`src/common/rdma_hdr_pkg.sv`:
```
`default_nettype none

package rdma_hdr_pkg;

  // protocol field widths
  typedef logic [47:0] mac_addr_t;
  typedef logic [31:0] ipv4_addr_t;
  typedef logic [23:0] psn_t;
  typedef logic [23:0] qpn_t;
  typedef logic [15:0] ip_csum_t;

  localparam logic [15:0] ETHERTYPE_IPV4 = 16'h0800;

  // ipv4 fixed fields
  localparam logic [7:0]  IP_VER_IHL    = 8'h45;
  localparam logic [7:0]  IP_TOS        = 8'hb8;
  localparam logic [15:0] IP_ID         = 16'h5555;
  localparam logic [15:0] IP_FLAGS_FRAG = 16'h4000;  // don't fragment
  localparam logic [7:0]  IP_TTL        = 8'hba;
  localparam logic [7:0]  IP_PROTO_UDP  = 8'h11;

  localparam logic [15:0] UDP_SRC_PORT = 16'h6851;
  localparam logic [15:0] UDP_DST_PORT = 16'h12b7;  // rocev2

  // base transport header
  localparam logic [7:0]  BTH_OPC_SEND_ONLY = 8'h04;
  localparam logic [7:0]  BTH_OPC_ACK       = 8'h11;
  localparam logic [7:0]  BTH_FLAGS         = 8'h30;
  localparam logic [15:0] BTH_PKEY          = 16'h666f;

  // header lengths in bytes
  localparam int ETH_HDR_BYTES  = 14;
  localparam int IPV4_HDR_BYTES = 20;
  localparam int UDP_HDR_BYTES  = 8;
  localparam int BTH_HDR_BYTES  = 12;
  localparam int AETH_HDR_BYTES = 4;

  localparam int SEND_HDR_BYTES =
    ETH_HDR_BYTES + IPV4_HDR_BYTES + UDP_HDR_BYTES + BTH_HDR_BYTES;
  localparam int ACK_HDR_BYTES      = SEND_HDR_BYTES + AETH_HDR_BYTES;
  localparam int SEND_PAYLOAD_BYTES = 80;
  localparam int HDR_MAX_BYTES      = ACK_HDR_BYTES;

  // byte 0 of the header sits in bits [7:0]
  typedef logic [HDR_MAX_BYTES*8-1:0] hdr_bytes_t;

endpackage

`default_nettype wire

```
`src/common/pkt_gen_pkg.sv`:
```
`default_nettype none

package pkt_gen_pkg;

  // 512-bit stream
  localparam int BEAT_BYTES = 64;

  typedef logic [BEAT_BYTES*8-1:0] beat_data_t;
  typedef logic [BEAT_BYTES-1:0]   beat_keep_t;

  typedef struct packed {
    beat_data_t data;
    beat_keep_t keep;
    logic       last;
  } axis_beat_t;

  typedef enum logic {
    PKT_SEND = 1'b0,
    PKT_ACK  = 1'b1
  } pkt_kind_e;

  typedef logic [7:0] qp_idx_t;    // index into the qp table
  typedef logic [7:0] pay_byte_t;  // fill byte of a send payload

  typedef struct packed {
    pkt_kind_e          kind;
    qp_idx_t            qp_idx;
    rdma_hdr_pkg::psn_t psn;
    pay_byte_t          payload;
  } pkt_desc_t;

  // per queue pair setup
  typedef struct packed {
    rdma_hdr_pkg::mac_addr_t  dst_mac;
    rdma_hdr_pkg::ipv4_addr_t dst_ip;
    rdma_hdr_pkg::qpn_t       qpn;
    rdma_hdr_pkg::psn_t       base_psn;
  } qp_cfg_t;

  typedef struct packed {
    rdma_hdr_pkg::qpn_t qpn;
    rdma_hdr_pkg::psn_t psn;
  } wqe_resp_t;

  typedef enum logic [2:0] {
    SEQ_SEND_REQ,
    SEQ_SEND_WAIT,
    SEQ_WQE_REQ,
    SEQ_WQE_WAIT,
    SEQ_ACK_REQ,
    SEQ_ACK_WAIT,
    SEQ_DONE
  } seq_state_e;

endpackage

`default_nettype wire

```
`src/packet/ipv4_checksum.sv`:
```
`timescale 1ns/1ps
`default_nettype none

module ipv4_checksum (
  input  logic [rdma_hdr_pkg::IPV4_HDR_BYTES*8-1:0] ip_hdr_i,
  output rdma_hdr_pkg::ip_csum_t                    csum_o
);

  import rdma_hdr_pkg::*;

  localparam int NUM_WORDS = IPV4_HDR_BYTES / 2;
  localparam int SUM_W     = 16 + $clog2(NUM_WORDS);

  logic [SUM_W-1:0] sum;

  always_comb begin
    sum = '0;
    for (int w = 0; w < NUM_WORDS; w++) begin
      sum = sum + SUM_W'(ip_hdr_i[w*16 +: 16]);
    end
    // second pass absorbs the carry a first fold can leave
    for (int f = 0; f < 2; f++) begin
      sum = SUM_W'(sum[15:0]) + SUM_W'(sum[SUM_W-1:16]);
    end
  end

  assign csum_o = ~sum[15:0];  // ones complement

endmodule

`default_nettype wire

```
`src/packet/hdr_builder.sv`:
```
`timescale 1ns/1ps
`default_nettype none

module hdr_builder #(
  parameter int NUM_QP = 4
) (
  input  pkt_gen_pkg::pkt_desc_t   pkt_desc_i,
  input  pkt_gen_pkg::qp_cfg_t     qp_cfg_i [NUM_QP],
  input  rdma_hdr_pkg::mac_addr_t  src_mac_i,
  input  rdma_hdr_pkg::ipv4_addr_t src_ip_i,
  output rdma_hdr_pkg::hdr_bytes_t hdr_o
);

  import rdma_hdr_pkg::*;
  import pkt_gen_pkg::*;

  localparam int QP_IDX_W = (NUM_QP > 1) ? $clog2(NUM_QP) : 1;

  qp_cfg_t                   qp;
  logic                      is_ack;
  logic [15:0]               ip_total_len;
  logic [15:0]               udp_len;
  logic [7:0]                opcode;
  logic [IPV4_HDR_BYTES*8-1:0] ip_hdr;
  ip_csum_t                  ip_csum;
  hdr_bytes_t                hdr_be;  // first byte in the msb

  assign qp     = qp_cfg_i[pkt_desc_i.qp_idx[QP_IDX_W-1:0]];
  assign is_ack = (pkt_desc_i.kind == PKT_ACK);
  assign opcode = is_ack ? BTH_OPC_ACK : BTH_OPC_SEND_ONLY;

  assign ip_total_len = is_ack ?
    16'(ACK_HDR_BYTES - ETH_HDR_BYTES) :
    16'(SEND_HDR_BYTES + SEND_PAYLOAD_BYTES - ETH_HDR_BYTES);
  assign udp_len = ip_total_len - 16'(IPV4_HDR_BYTES);

  // checksum field left at zero for the sum
  assign ip_hdr = {IP_VER_IHL, IP_TOS, ip_total_len, IP_ID, IP_FLAGS_FRAG,
                   IP_TTL, IP_PROTO_UDP, 16'h0000, src_ip_i, qp.dst_ip};

  ipv4_checksum u_ipv4_checksum (
    .ip_hdr_i (ip_hdr),
    .csum_o   (ip_csum)
  );

  // trailing four zero bytes are the ack aeth, or unused on a send
  assign hdr_be = {
    qp.dst_mac, src_mac_i, ETHERTYPE_IPV4,
    ip_hdr[IPV4_HDR_BYTES*8-1 -: 80], ip_csum, ip_hdr[63:0],
    UDP_SRC_PORT, UDP_DST_PORT, udp_len, 16'h0000,
    opcode, BTH_FLAGS, BTH_PKEY, 8'h00, qp.qpn, 8'h00, pkt_desc_i.psn,
    32'h0000_0000
  };

  // wire order, byte 0 goes out first
  always_comb begin
    for (int i = 0; i < HDR_MAX_BYTES; i++) begin
      hdr_o[i*8 +: 8] = hdr_be[(HDR_MAX_BYTES-1-i)*8 +: 8];
    end
  end

endmodule

`default_nettype wire

```
`src/packet/beat_serializer.sv`:
```
`timescale 1ns/1ps
`default_nettype none

module beat_serializer #(
  parameter int GAP_CYCLES = 16
) (
  input  logic                     core_clk,
  input  logic                     core_aresetn,
  input  logic                     pkt_req_i,
  output logic                     pkt_ack_o,
  input  pkt_gen_pkg::pkt_desc_t   pkt_desc_i,
  input  rdma_hdr_pkg::hdr_bytes_t hdr_i,
  output pkt_gen_pkg::axis_beat_t  tx_beat_o,
  output logic                     tx_valid_o,
  input  logic                     tx_ready_i
);

  import rdma_hdr_pkg::*;
  import pkt_gen_pkg::*;

  localparam int SEND_PKT_BYTES = SEND_HDR_BYTES + SEND_PAYLOAD_BYTES;
  localparam int MAX_BEATS      = (SEND_PKT_BYTES + BEAT_BYTES - 1) / BEAT_BYTES;
  localparam int BUF_BYTES      = MAX_BEATS * BEAT_BYTES;
  localparam int BEAT_BITS      = $bits(beat_data_t);
  localparam int BEAT_IDX_W     = (MAX_BEATS > 1) ? $clog2(MAX_BEATS) : 1;
  localparam int LEN_W          = $clog2(BUF_BYTES + 1);
  localparam int GAP_W          = $clog2(GAP_CYCLES + 2);

  typedef enum logic [1:0] {
    SER_IDLE,
    SER_STREAM,
    SER_GAP,
    SER_ACK
  } ser_state_e;

  ser_state_e             state;
  logic                   capture;
  logic [BUF_BYTES*8-1:0] pkt_flat;
  logic [LEN_W-1:0]       pkt_len;
  beat_data_t             pkt_buf [MAX_BEATS];
  logic [BEAT_IDX_W-1:0]  beat_idx;
  logic [LEN_W-1:0]       bytes_left;  // from the current beat on
  logic [GAP_W-1:0]       gap_cnt;

  assign capture = (state == SER_IDLE) && pkt_req_i && !pkt_ack_o;
  assign pkt_len = (pkt_desc_i.kind == PKT_ACK) ? LEN_W'(ACK_HDR_BYTES) :
                                                  LEN_W'(SEND_PKT_BYTES);

  // header then payload fill, zero beyond the packet
  always_comb begin
    pkt_flat = '0;
    pkt_flat[$bits(hdr_bytes_t)-1:0] = hdr_i;
    if (pkt_desc_i.kind == PKT_SEND) begin
      for (int i = SEND_HDR_BYTES; i < SEND_PKT_BYTES; i++) begin
        pkt_flat[i*8 +: 8] = pkt_desc_i.payload;
      end
    end
  end

  always_ff @(posedge core_clk) begin
    if (capture) begin
      for (int b = 0; b < MAX_BEATS; b++) begin
        pkt_buf[b] <= pkt_flat[b*BEAT_BITS +: BEAT_BITS];
      end
    end
  end

  always_ff @(posedge core_clk or negedge core_aresetn) begin
    if (!core_aresetn) begin
      state      <= SER_IDLE;
      beat_idx   <= '0;
      bytes_left <= '0;
      gap_cnt    <= '0;
      pkt_ack_o  <= 1'b0;
    end else begin
      case (state)
        SER_IDLE: begin
          if (capture) begin
            beat_idx   <= '0;
            bytes_left <= pkt_len;
            state      <= SER_STREAM;
          end
        end
        SER_STREAM: begin
          if (tx_ready_i) begin
            if (bytes_left <= LEN_W'(BEAT_BYTES)) begin
              gap_cnt <= '0;
              state   <= SER_GAP;
            end else begin
              bytes_left <= bytes_left - LEN_W'(BEAT_BYTES);
              beat_idx   <= beat_idx + 1'b1;
            end
          end
        end
        SER_GAP: begin
          if (gap_cnt == GAP_W'(GAP_CYCLES)) begin
            pkt_ack_o <= 1'b1;
            state     <= SER_ACK;
          end else begin
            gap_cnt <= gap_cnt + 1'b1;
          end
        end
        default: begin
          if (!pkt_req_i) begin
            pkt_ack_o <= 1'b0;
            state     <= SER_IDLE;
          end
        end
      endcase
    end
  end

  assign tx_valid_o = (state == SER_STREAM);

  always_comb begin
    tx_beat_o.data = pkt_buf[beat_idx];
    tx_beat_o.last = (bytes_left <= LEN_W'(BEAT_BYTES));
    if (bytes_left >= LEN_W'(BEAT_BYTES)) begin
      tx_beat_o.keep = '1;
    end else begin
      tx_beat_o.keep = (beat_keep_t'(1) << bytes_left) - beat_keep_t'(1);  // partial tail
    end
  end

  // a stalled beat is held until it transfers
  a_beat_stable: assert property (@(posedge core_clk) disable iff (!core_aresetn)
    tx_valid_o && !tx_ready_i |=> tx_valid_o && $stable(tx_beat_o));

endmodule

`default_nettype wire

```
`src/logic/test_sequencer.sv`:
```
`timescale 1ns/1ps
`default_nettype none

module test_sequencer #(
  parameter int NUM_QP       = 4,
  parameter int NUM_SEND_PKT = 8,
  parameter int NUM_ACK_PKT  = 8
) (
  input  logic                   core_clk,
  input  logic                   core_aresetn,
  input  logic                   conf_done_i,
  input  pkt_gen_pkg::qp_cfg_t   qp_cfg_i [NUM_QP],
  output logic                   wqe_req_o,
  input  logic                   wqe_ack_i,
  input  pkt_gen_pkg::wqe_resp_t wqe_resp_i,
  output logic                   pkt_req_o,
  input  logic                   pkt_ack_i,
  output pkt_gen_pkg::pkt_desc_t pkt_desc_o,
  output logic                   send_done_o,
  output logic                   ack_done_o
);

  import rdma_hdr_pkg::*;
  import pkt_gen_pkg::*;

  localparam int QP_IDX_W = (NUM_QP > 1) ? $clog2(NUM_QP) : 1;
  localparam int MAX_PKT  = (NUM_SEND_PKT > NUM_ACK_PKT) ? NUM_SEND_PKT : NUM_ACK_PKT;
  localparam int CNT_W    = $clog2(MAX_PKT + 1);

  seq_state_e          state;
  logic [CNT_W-1:0]    pkt_cnt;   // packets done in the current phase
  logic [QP_IDX_W-1:0] qp_sel;    // n mod NUM_QP
  psn_t                round;     // n div NUM_QP
  psn_t                send_psn;
  qp_idx_t             match_idx;
  logic                send_issue;
  logic                wqe_take;

  assign send_psn   = qp_cfg_i[qp_sel].base_psn + round + psn_t'(1);
  assign send_issue = (state == SEQ_SEND_REQ) && conf_done_i && !pkt_ack_i;
  assign wqe_take   = (state == SEQ_WQE_WAIT) && wqe_ack_i;

  // first table entry whose qpn matches, entry 0 otherwise
  always_comb begin
    match_idx = '0;
    for (int i = NUM_QP - 1; i >= 0; i--) begin
      if (qp_cfg_i[i].qpn == wqe_resp_i.qpn) begin
        match_idx = qp_idx_t'(i);
      end
    end
  end

  always_ff @(posedge core_clk or negedge core_aresetn) begin
    if (!core_aresetn) begin
      state       <= SEQ_SEND_REQ;
      pkt_cnt     <= '0;
      qp_sel      <= '0;
      round       <= '0;
      pkt_req_o   <= 1'b0;
      wqe_req_o   <= 1'b0;
      send_done_o <= 1'b0;
      ack_done_o  <= 1'b0;
    end else begin
      case (state)
        SEQ_SEND_REQ: begin
          if (send_issue) begin
            pkt_req_o <= 1'b1;
            state     <= SEQ_SEND_WAIT;
          end
        end
        SEQ_SEND_WAIT: begin
          if (pkt_ack_i) begin
            pkt_req_o <= 1'b0;
            if (pkt_cnt == CNT_W'(NUM_SEND_PKT - 1)) begin
              pkt_cnt     <= '0;
              send_done_o <= 1'b1;
              state       <= SEQ_WQE_REQ;
            end else begin
              pkt_cnt <= pkt_cnt + 1'b1;
              if (qp_sel == QP_IDX_W'(NUM_QP - 1)) begin
                qp_sel <= '0;
                round  <= round + 1'b1;
              end else begin
                qp_sel <= qp_sel + 1'b1;
              end
              state <= SEQ_SEND_REQ;
            end
          end
        end
        SEQ_WQE_REQ: begin
          if (!wqe_ack_i) begin  // previous exchange fully closed
            wqe_req_o <= 1'b1;
            state     <= SEQ_WQE_WAIT;
          end
        end
        SEQ_WQE_WAIT: begin
          if (wqe_take) begin
            wqe_req_o <= 1'b0;
            state     <= SEQ_ACK_REQ;
          end
        end
        SEQ_ACK_REQ: begin
          if (!pkt_ack_i) begin
            pkt_req_o <= 1'b1;
            state     <= SEQ_ACK_WAIT;
          end
        end
        SEQ_ACK_WAIT: begin
          if (pkt_ack_i) begin
            pkt_req_o <= 1'b0;
            if (pkt_cnt == CNT_W'(NUM_ACK_PKT - 1)) begin
              ack_done_o <= 1'b1;
              state      <= SEQ_DONE;
            end else begin
              pkt_cnt <= pkt_cnt + 1'b1;
              state   <= SEQ_WQE_REQ;
            end
          end
        end
        default: begin
          state <= SEQ_DONE;  // run finished
        end
      endcase
    end
  end

  // descriptor held while pkt_req_o is high
  always_ff @(posedge core_clk) begin
    if (send_issue) begin
      pkt_desc_o <= '{kind: PKT_SEND, qp_idx: qp_idx_t'(qp_sel), psn: send_psn,
                      payload: pay_byte_t'(pkt_cnt + 1'b1)};
    end else if (wqe_take) begin
      pkt_desc_o <= '{kind: PKT_ACK, qp_idx: match_idx, psn: wqe_resp_i.psn,
                      payload: '0};
    end
  end

  // the packet path must have answered before a request is withdrawn
  a_req_until_ack: assert property (@(posedge core_clk) disable iff (!core_aresetn)
    $fell(pkt_req_o) |-> $past(pkt_ack_i));

endmodule

`default_nettype wire

```
`src/logic/pkt_gen_top.sv`:
```
`timescale 1ns/1ps
`default_nettype none

module pkt_gen_top #(
  parameter int NUM_QP       = 4,
  parameter int NUM_SEND_PKT = 8,
  parameter int NUM_ACK_PKT  = 8,
  parameter int GAP_CYCLES   = 16
) (
  input  logic                     core_clk,
  input  logic                     core_aresetn,
  input  logic                     conf_done_i,
  input  rdma_hdr_pkg::mac_addr_t  src_mac_i,
  input  rdma_hdr_pkg::ipv4_addr_t src_ip_i,
  input  pkt_gen_pkg::qp_cfg_t     qp_cfg_i [NUM_QP],
  output pkt_gen_pkg::axis_beat_t  tx_beat_o,
  output logic                     tx_valid_o,
  input  logic                     tx_ready_i,
  output logic                     wqe_req_o,
  input  logic                     wqe_ack_i,
  input  pkt_gen_pkg::wqe_resp_t   wqe_resp_i,
  output logic                     send_done_o,
  output logic                     ack_done_o
);

  import rdma_hdr_pkg::*;
  import pkt_gen_pkg::*;

  logic       pkt_req;
  logic       pkt_ack;
  pkt_desc_t  pkt_desc;
  hdr_bytes_t hdr;

  test_sequencer #(
    .NUM_QP       (NUM_QP),
    .NUM_SEND_PKT (NUM_SEND_PKT),
    .NUM_ACK_PKT  (NUM_ACK_PKT)
  ) u_test_sequencer (
    .core_clk     (core_clk),
    .core_aresetn (core_aresetn),
    .conf_done_i  (conf_done_i),
    .qp_cfg_i     (qp_cfg_i),
    .wqe_req_o    (wqe_req_o),
    .wqe_ack_i    (wqe_ack_i),
    .wqe_resp_i   (wqe_resp_i),
    .pkt_req_o    (pkt_req),
    .pkt_ack_i    (pkt_ack),
    .pkt_desc_o   (pkt_desc),
    .send_done_o  (send_done_o),
    .ack_done_o   (ack_done_o)
  );

  hdr_builder #(
    .NUM_QP (NUM_QP)
  ) u_hdr_builder (
    .pkt_desc_i (pkt_desc),
    .qp_cfg_i   (qp_cfg_i),
    .src_mac_i  (src_mac_i),
    .src_ip_i   (src_ip_i),
    .hdr_o      (hdr)
  );

  beat_serializer #(
    .GAP_CYCLES (GAP_CYCLES)
  ) u_beat_serializer (
    .core_clk     (core_clk),
    .core_aresetn (core_aresetn),
    .pkt_req_i    (pkt_req),
    .pkt_ack_o    (pkt_ack),
    .pkt_desc_i   (pkt_desc),
    .hdr_i        (hdr),
    .tx_beat_o    (tx_beat_o),
    .tx_valid_o   (tx_valid_o),
    .tx_ready_i   (tx_ready_i)
  );

endmodule

`default_nettype wire

```
`config.mk`:
```
export PLATFORM = sky130hd
export DESIGN_NAME = pkt_gen_top
export DESIGN_NICKNAME = d
export VERILOG_FILES = /design/src/common/rdma_hdr_pkg.sv /design/src/common/pkt_gen_pkg.sv /design/src/packet/ipv4_checksum.sv /design/src/packet/hdr_builder.sv /design/src/packet/beat_serializer.sv /design/src/logic/test_sequencer.sv /design/src/logic/pkt_gen_top.sv
export SDC_FILE = /design/constraint.sdc
export NUM_CORES = 1
export LEC_CHECK = 0
export CAP_MARGIN = 20
export CORE_AREA = 4 4 480 482
export DETAILED_ROUTE_END_ITERATION = 8
export DIE_AREA = 0 0 484 486
export DONT_BUFFER_PORTS = 1
export GPL_TIMING_DRIVEN = 0
export PLACE_DENSITY_LB_ADDON = 0.25
export SLEW_MARGIN = 30
export SYNTH_ARGS = -nofsm -noshare
export SYNTH_HDL_FRONTEND = slang
export SYNTH_SLANG_ARGS = --single-unit
```
`constraint.sdc`:
```
create_clock -name core_clk -period 10.81 [get_ports core_clk]
set_input_delay 1.6215 -clock core_clk [delete_from_list [all_inputs] [get_ports core_clk]]
set_output_delay 1.6215 -clock core_clk [all_outputs]
set_load 0.01 [all_outputs]
```
Yosys cells after proc, flatten, opt, wreduce, memory -nomap -nowiden
Memory sizes are Yosys's and may differ from the RTL's.
Cells that the tools add are included.
Cells by class
  add/subtract/negate cells: 21
  $lt $le $gt $ge: 4
  eq/ne operators: 30
  shift operators: 1
  mux-type cells: 62
  bitwise operators: 5
  reductions and logical operators: 28
Operators with widths (number)
  2-to-1 mux 640 bit: 1
  binary-select mux 128 bit (select 2 bit): 2
  2-to-1 mux 128 bit: 2
  equality test 24 bit: 4
  2-to-1 mux 34 bit: 2
  2-to-1 mux 64 bit: 1
  left shift 1 x 8 -> 64 bit, first input constant: 1
  subtractor 64 x 1 -> 64 bit, second input constant: 1
  adder 20 x 15 -> 20 bit, second input constant: 3
  adder 24 x 1 -> 24 bit, second input constant: 2
  2-to-1 mux 24 bit: 2
  2-to-1 mux 8 bit: 4
  2-to-1 mux 2 bit: 14
  adder 24 bit: 1
  2-to-1 mux 3 bit: 7
  adder 19 x 16 -> 20 bit, second input constant: 1
  adder 20 x 16 -> 20 bit: 1
  2-to-1 mux 5 bit: 4
  AND reduction 4 bit: 5
  adder 18 x 16 -> 19 bit: 1
  adder 17 x 16 -> 18 bit: 1
  != test 2 x 1 -> 1 bit, second input constant: 9
  one-hot mux 3 bit (6 select lines): 1
  adder 16 x 16 -> 17 bit: 1
  43 further kinds: 80
Storage, ports and cells
  bits in registers: 90
  memory bits (writable): 1536
  input bits: 645
  output and inout port bits: 581
  word-level logic and storage cells: 169
  memories: 1
Memory list
  u_beat_serializer.pkt_buf: depth 3, bits a word 512, read ports 1, clocked after Yosys merged registers in 0, wr ports 3, RTL line beat_serializer.sv:40  | beat_data_t pkt_buf [MAX_BEATS];

Depth between registers and ports, before layout
  depth after elaboration: 15
  gate-level depth with buffers: 37
  mapped depth without buffers: 35

Modules after synthesis
From an unflattened synthesis, not the netlist that was laid out.
Second synthesis, totals
  cells, all modules: 2973
  area, all modules: 36110.9 um2
By module, submodules not included
  beat_serializer: instances 1, cells each 1402, area each 20349.5 um2, seq. area each 14549.0 um2
  test_sequencer: instances 1, cells each 606, area each 5863.1 um2, seq. area each 1876.8 um2
  hdr_builder: instances 1, cells each 474, area each 5118.7 um2, seq. area each 0.0 um2
  ipv4_checksum: instances 1, cells each 491, area each 4779.6 um2, seq. area each 0.0 um2

Worst setup path after synthesis
OpenSTA, ideal clock, no wires.
  path kind: input-to-reg
  start: in qp_cfg_i[66] (netlist bit)
  end: mem u_beat_serializer.pkt_buf[0][199] (netlist bit), data pin
  setup time: 262 ps
  arrival time: 8214 ps
  required time: 10548 ps
  slack: 2334 ps
  stages: 34
  buffers on the path: 0
  cell sequence: mux4_2 > fa_1 > fa_1 > inv_1 > fa_1 > inv_1 > ha_1 > inv_1 > fa_1 > and2b_1 > o311ai_2 > a211oi_1 > o31ai_1 > a21boi_0 > o21ai_0 > nand2b_1 > xor2_1 > ha_1 > inv_1 > fa_1 > nor2b_1 > o21bai_1 > inv_1 > nand4_2 > nor2_1 > nand2_1 > nor3_1 > ha_1 > nor2b_1 > nand2_1 > nor2_1 > nor4b_4 > a31oi_1 > xnor2_1
RTL lines
  start: declaration: RTL line pkt_gen_top.sv:15  | input pkt_gen_pkg::qp_cfg_t qp_cfg_i [NUM_QP],
  end: declaration: RTL line beat_serializer.sv:40

==> reports/summary.md <==
## Status
* run status: finished, final reports clean

## Power and ir drop
* sw power: 2.27 mW
* Switching Share: 39.5%
* sequential power share: 25.8%
* leakage power: 11.3 nW
* combinational share of power: 45.5%
* total power per unit cell area: 197 nW/µm²
* cell internal pwr: 3.47 mW
* Design Power: 5.74 mW
* Max IR drop VDD: 0.143 mV
* Clock Power Share: 28.7%

## Logic synthesis
* number of standard cells after synthesis: 2,117
* Post-synth top flop: sky130_fd_sc_hd__edfxtp_1
* share of synthesized area occupied by flip-flops and latches: 40.1%
* number of synthesis warnings: 0
* flip-flop and latch count after synthesis: 315
* biggest area contributors in the synthesized netlist: sky130_fd_sc_hd__edfxtp_1, sky130_fd_sc_hd__mux4_2, sky130_fd_sc_hd__buf_4
* number of enable-type register cells in the synthesized netlist: 262
* portion of synthesized cell area occupied by the leading cell type: 34.4%
* async set or reset register ratio after synthesis: 16.5%
* largest area contributor in the netlist: sky130_fd_sc_hd__edfxtp_1
* synthesized area per cell: 10.8 µm²
* cell area after technology mapping: 22,900 µm²
* synth unique cells: 72

## Worst setup path
* worst endpoint required time: 11.25 ns
* endpoint type of the worst setup path: flop
* largest fanout of any net on the critical path: 19
* critical path arrival: 10.19 ns
* class of the most critical setup path: flop to flop
* slowest CP cell: sky130_fd_sc_hd__mux4_2
* CP peak stage delay: 0.66 ns
* startpoint class of the critical path: flop

## STA
* maximum clock rate: 103 MHz
* summed negative setup slack over all endpoints: 0 ns
* Setup Skew: 0.0201 ns
* min cycle time layout: 9.75 ns
* final setup margin: 1.06 ns
* final clock period utilization by the worst path: 90.2%
* hold violation total from the final report: 0
* worst hold-check slack: 0.416 ns
* Setup Viol. Count Final: 0
* unrepaired setup endpoints after global routing: no
* pin slew with the least headroom to its limit: 1.05 ns
* number of pins with negative max-slew slack in the final report: 0
* worst slew slack as a fraction of its limit: 30.3%

## Drt
* drt initial violations: 1,082
* detailed-route DRC error count: 0
* Pre-antenna DRT Iters: 7
* aggregate routed wire length: 152,000 µm
* vias per std cell: 3.24
* number of nets with antenna violations after routing: 0
* via count of the routed design: 17,400
* detail-routed net length per standard cell: 28.4 µm

## Finish
* Fillers: 25,700
* Sequential Area: 9190 µm²
* share of final-layout standard cells stronger than drive strength 1: 24.8%
* area of the multi-input gates: 11,300 µm²
* Layout area overhead: 27.5%
* cell area after layout: 29,200 µm²
* Final #Nets: 3,029

## Placement
* DPL Wire Length: 132,000 µm
* post-placement cell area: 27,500 µm²
* worst slack after detailed placement: 0.220 ns
* Routability Congestion: 0.938
* count of buffers from port buffering: 0

## Global routing
* vias in the first global route: 17,300
* total global routing overflow: 0
* total global routing track utilization: 12.2%
* first-pass GRT wire length: 189,000 µm
* antenna violations before repair: 78
* maximum number of pins on one net before global-route repair: 93

## Min path
* class of the tightest hold or removal check: flop to flop

## CTS
* clock sink count: 315
* worst skew pair latency: 0.64 ns
* Longest Clk Path Bufs: 3
* clock input transition at the sequential cells of the worst setup and hold paths: 0.06 ns
* TritonCTS buffer count: 47
* CTS H-tree lvls: 2
* clock tree from TritonCTS: done
* clock root buffer master: sky130_fd_sc_hd__clkbuf_16

## Floorplan
* number of primary I/O pins: 1,226
* Rows: 175
* width of the die: 484 µm
* DIE HEIGHT: 486 µm
* area of the die: 235,000 µm²
* Starting Density: 10.1%
* Core Region: 226,000 µm²

## Job
* number of maximum-capacitance constraint violations: 0

-- kinds of logic (layout without fill, tap and decap cells) --
| logic type | count (synthesis) | count (layout) | synth area share [%] |
|---|---|---|---|
| flip-flops | 315 | 315 | 40.1 |
| AND/OR/NAND/NOR | 676 | 676 | 13.9 |
| other | 2 | 126 | 0.0328 |
| AO/OA/AOI/OAI | 201 | 201 | 5.85 |
| adder cells (fa/ha/maj) | 117 | 117 | 7.59 |
| multiplexers | 139 | 139 | 13.1 |
| buffers and inverters | 485 | 588 | 12.3 |
| XOR/XNOR | 182 | 182 | 7.09 |
-- worst max-delay path, delay by kind of cell, from the launching register on --
family                     cells  cell delay, ns
muxes                          1            0.66
buffers and inverters          8            1.20
DFF                            1            0.36
AOI/OAI and AO/OA              7            1.46
adders and majority gates      8            2.86
xor gates and xnor gates       2            0.58
and+or+nand+nor               11            2.36
-- cell usage after synthesis (all sizes together), types with 5 or more instances --
cell	number
o21ai	54
mux2i	5
ha	79
or2	6
xor2	74
a21o	53
a211oi	7
inv	119
and2	90
a21oi	32
clkbuf	85
o211ai	5
nand2b	12
mux2	6
nor2b	23
o31ai	7
nor2	280
buf	281
nand2	146
nand3	28
edfxtp	262
and3	8
mux4	128
fa	37
nor4b	5
nor3	18
dfrtp	52
o21bai	5
nor4	16
xnor2	108
nand4	29
a31oi	8
-- power groups by stage --
stage          registers (mW)  clock network [mW]  logic [mW]
6_report                 1.48                1.65        2.62
5_1_grt                  1.48                1.78        2.90
4_1_cts                  1.48                1.75        2.67
3_5_place_dp             1.51                   0        2.65
3_3_place_gp             1.51                   0        2.64
2_1_floorplan            1.50                   0        1.94
-- flip-flops by register name, summed over array words and instances, names as in the netlist --
register                      cells
u_beat_serializer.pkt_buf       231
u_test_sequencer.wqe_req_o        1
u_test_sequencer.round           24
u_beat_serializer.bytes_left      5
u_test_sequencer.send_done_o      1
u_beat_serializer.pkt_ack_o       1
u_beat_serializer.gap_cnt         5
u_test_sequencer.pkt_cnt          4
u_test_sequencer.ack_done_o       1
u_beat_serializer.state           2
u_test_sequencer.pkt_desc_o      32
u_beat_serializer.beat_idx        2
u_test_sequencer.qp_sel           2
u_test_sequencer.state            3
u_test_sequencer.pkt_req_o        1
-- path summary, 6_finish.rpt --
kind	start	end	slack, ns	cells after the start
setup / recovery	u_test_sequencer.pkt_desc_o[32]	u_beat_serializer.pkt_buf[0][196]	1.06	37
hold reg to reg	u_test_sequencer.pkt_desc_o[14]	u_beat_serializer.pkt_buf[0][430]	0.42	0
setup reg to reg	u_test_sequencer.pkt_desc_o[32]	u_beat_serializer.pkt_buf[0][196]	1.06	37
max in group asynchronous	core_aresetn	u_test_sequencer.round[17]	9.98	0
min in group asynchronous	core_aresetn	u_test_sequencer.round[9]	0.70	0
hold / removal	u_test_sequencer.pkt_desc_o[14]	u_beat_serializer.pkt_buf[0][430]	0.42	0
-- area by class of cell --
| type | count | share of cell area [%] |
|---|---|---|
| diodes | 39 | 0.334 |
| plain buffers | 364 | 8.23 |
| clock buffers | 59 | 4.26 |
| clock inverters | 27 | 1.13 |
| inverters | 119 | 1.56 |
| multi-input cells | 1402 | 38.7 |
| flip-flops and latches | 315 | 31.5 |
| well taps | 3009 | 12.9 |
| repair buffers | 19 | 1.46 |
-- metrics by stage --
stage	utilization, %	instances
finish	12.9	5353
CTS	12.9	5316
global route	12.9	5337
detailed placement	12.2	5230
global placement	11.9	5211
floorplan	-	2202
-- cells in the final DEF, fill, tap and decap left out, types with 73 or more instances in the layout --
cell type / synthesis / layout
sky130_fd_sc_hd__and2_1: 90 / 87
sky130_fd_sc_hd__buf_4: 265 / 265
sky130_fd_sc_hd__clkbuf_1: 85 / 77
sky130_fd_sc_hd__conb_1: 2 / 87
sky130_fd_sc_hd__edfxtp_1: 262 / 262
sky130_fd_sc_hd__ha_1: 79 / 78
sky130_fd_sc_hd__inv_1: 119 / 112
sky130_fd_sc_hd__mux4_2: 128 / 128
sky130_fd_sc_hd__nand2_1: 146 / 145
sky130_fd_sc_hd__nor2_1: 279 / 274
sky130_fd_sc_hd__xnor2_1: 105 / 105
sky130_fd_sc_hd__xor2_1: 73 / 73
-- routing by layer --
layer  part of all wire, %  vias up  global-route usage, %  wire length, µm
li1                      -     7389                      -                -
met3                    11      200                   5.62            16300
met1                    41     8590                   14.9            62600
met2                    45     1152                   19.3            67700
met5                  0.11        -                      0              174
met4                   3.3       26                   3.55             4940
-- what timing repair did --
item                                    CTS  global route
gates resized for setup                   0             3
setup buffers                             0             0
hold buffers                              0             0
endpoints found under the setup margin    0             8
Note: power is estimated with default switching activity, not from simulation.
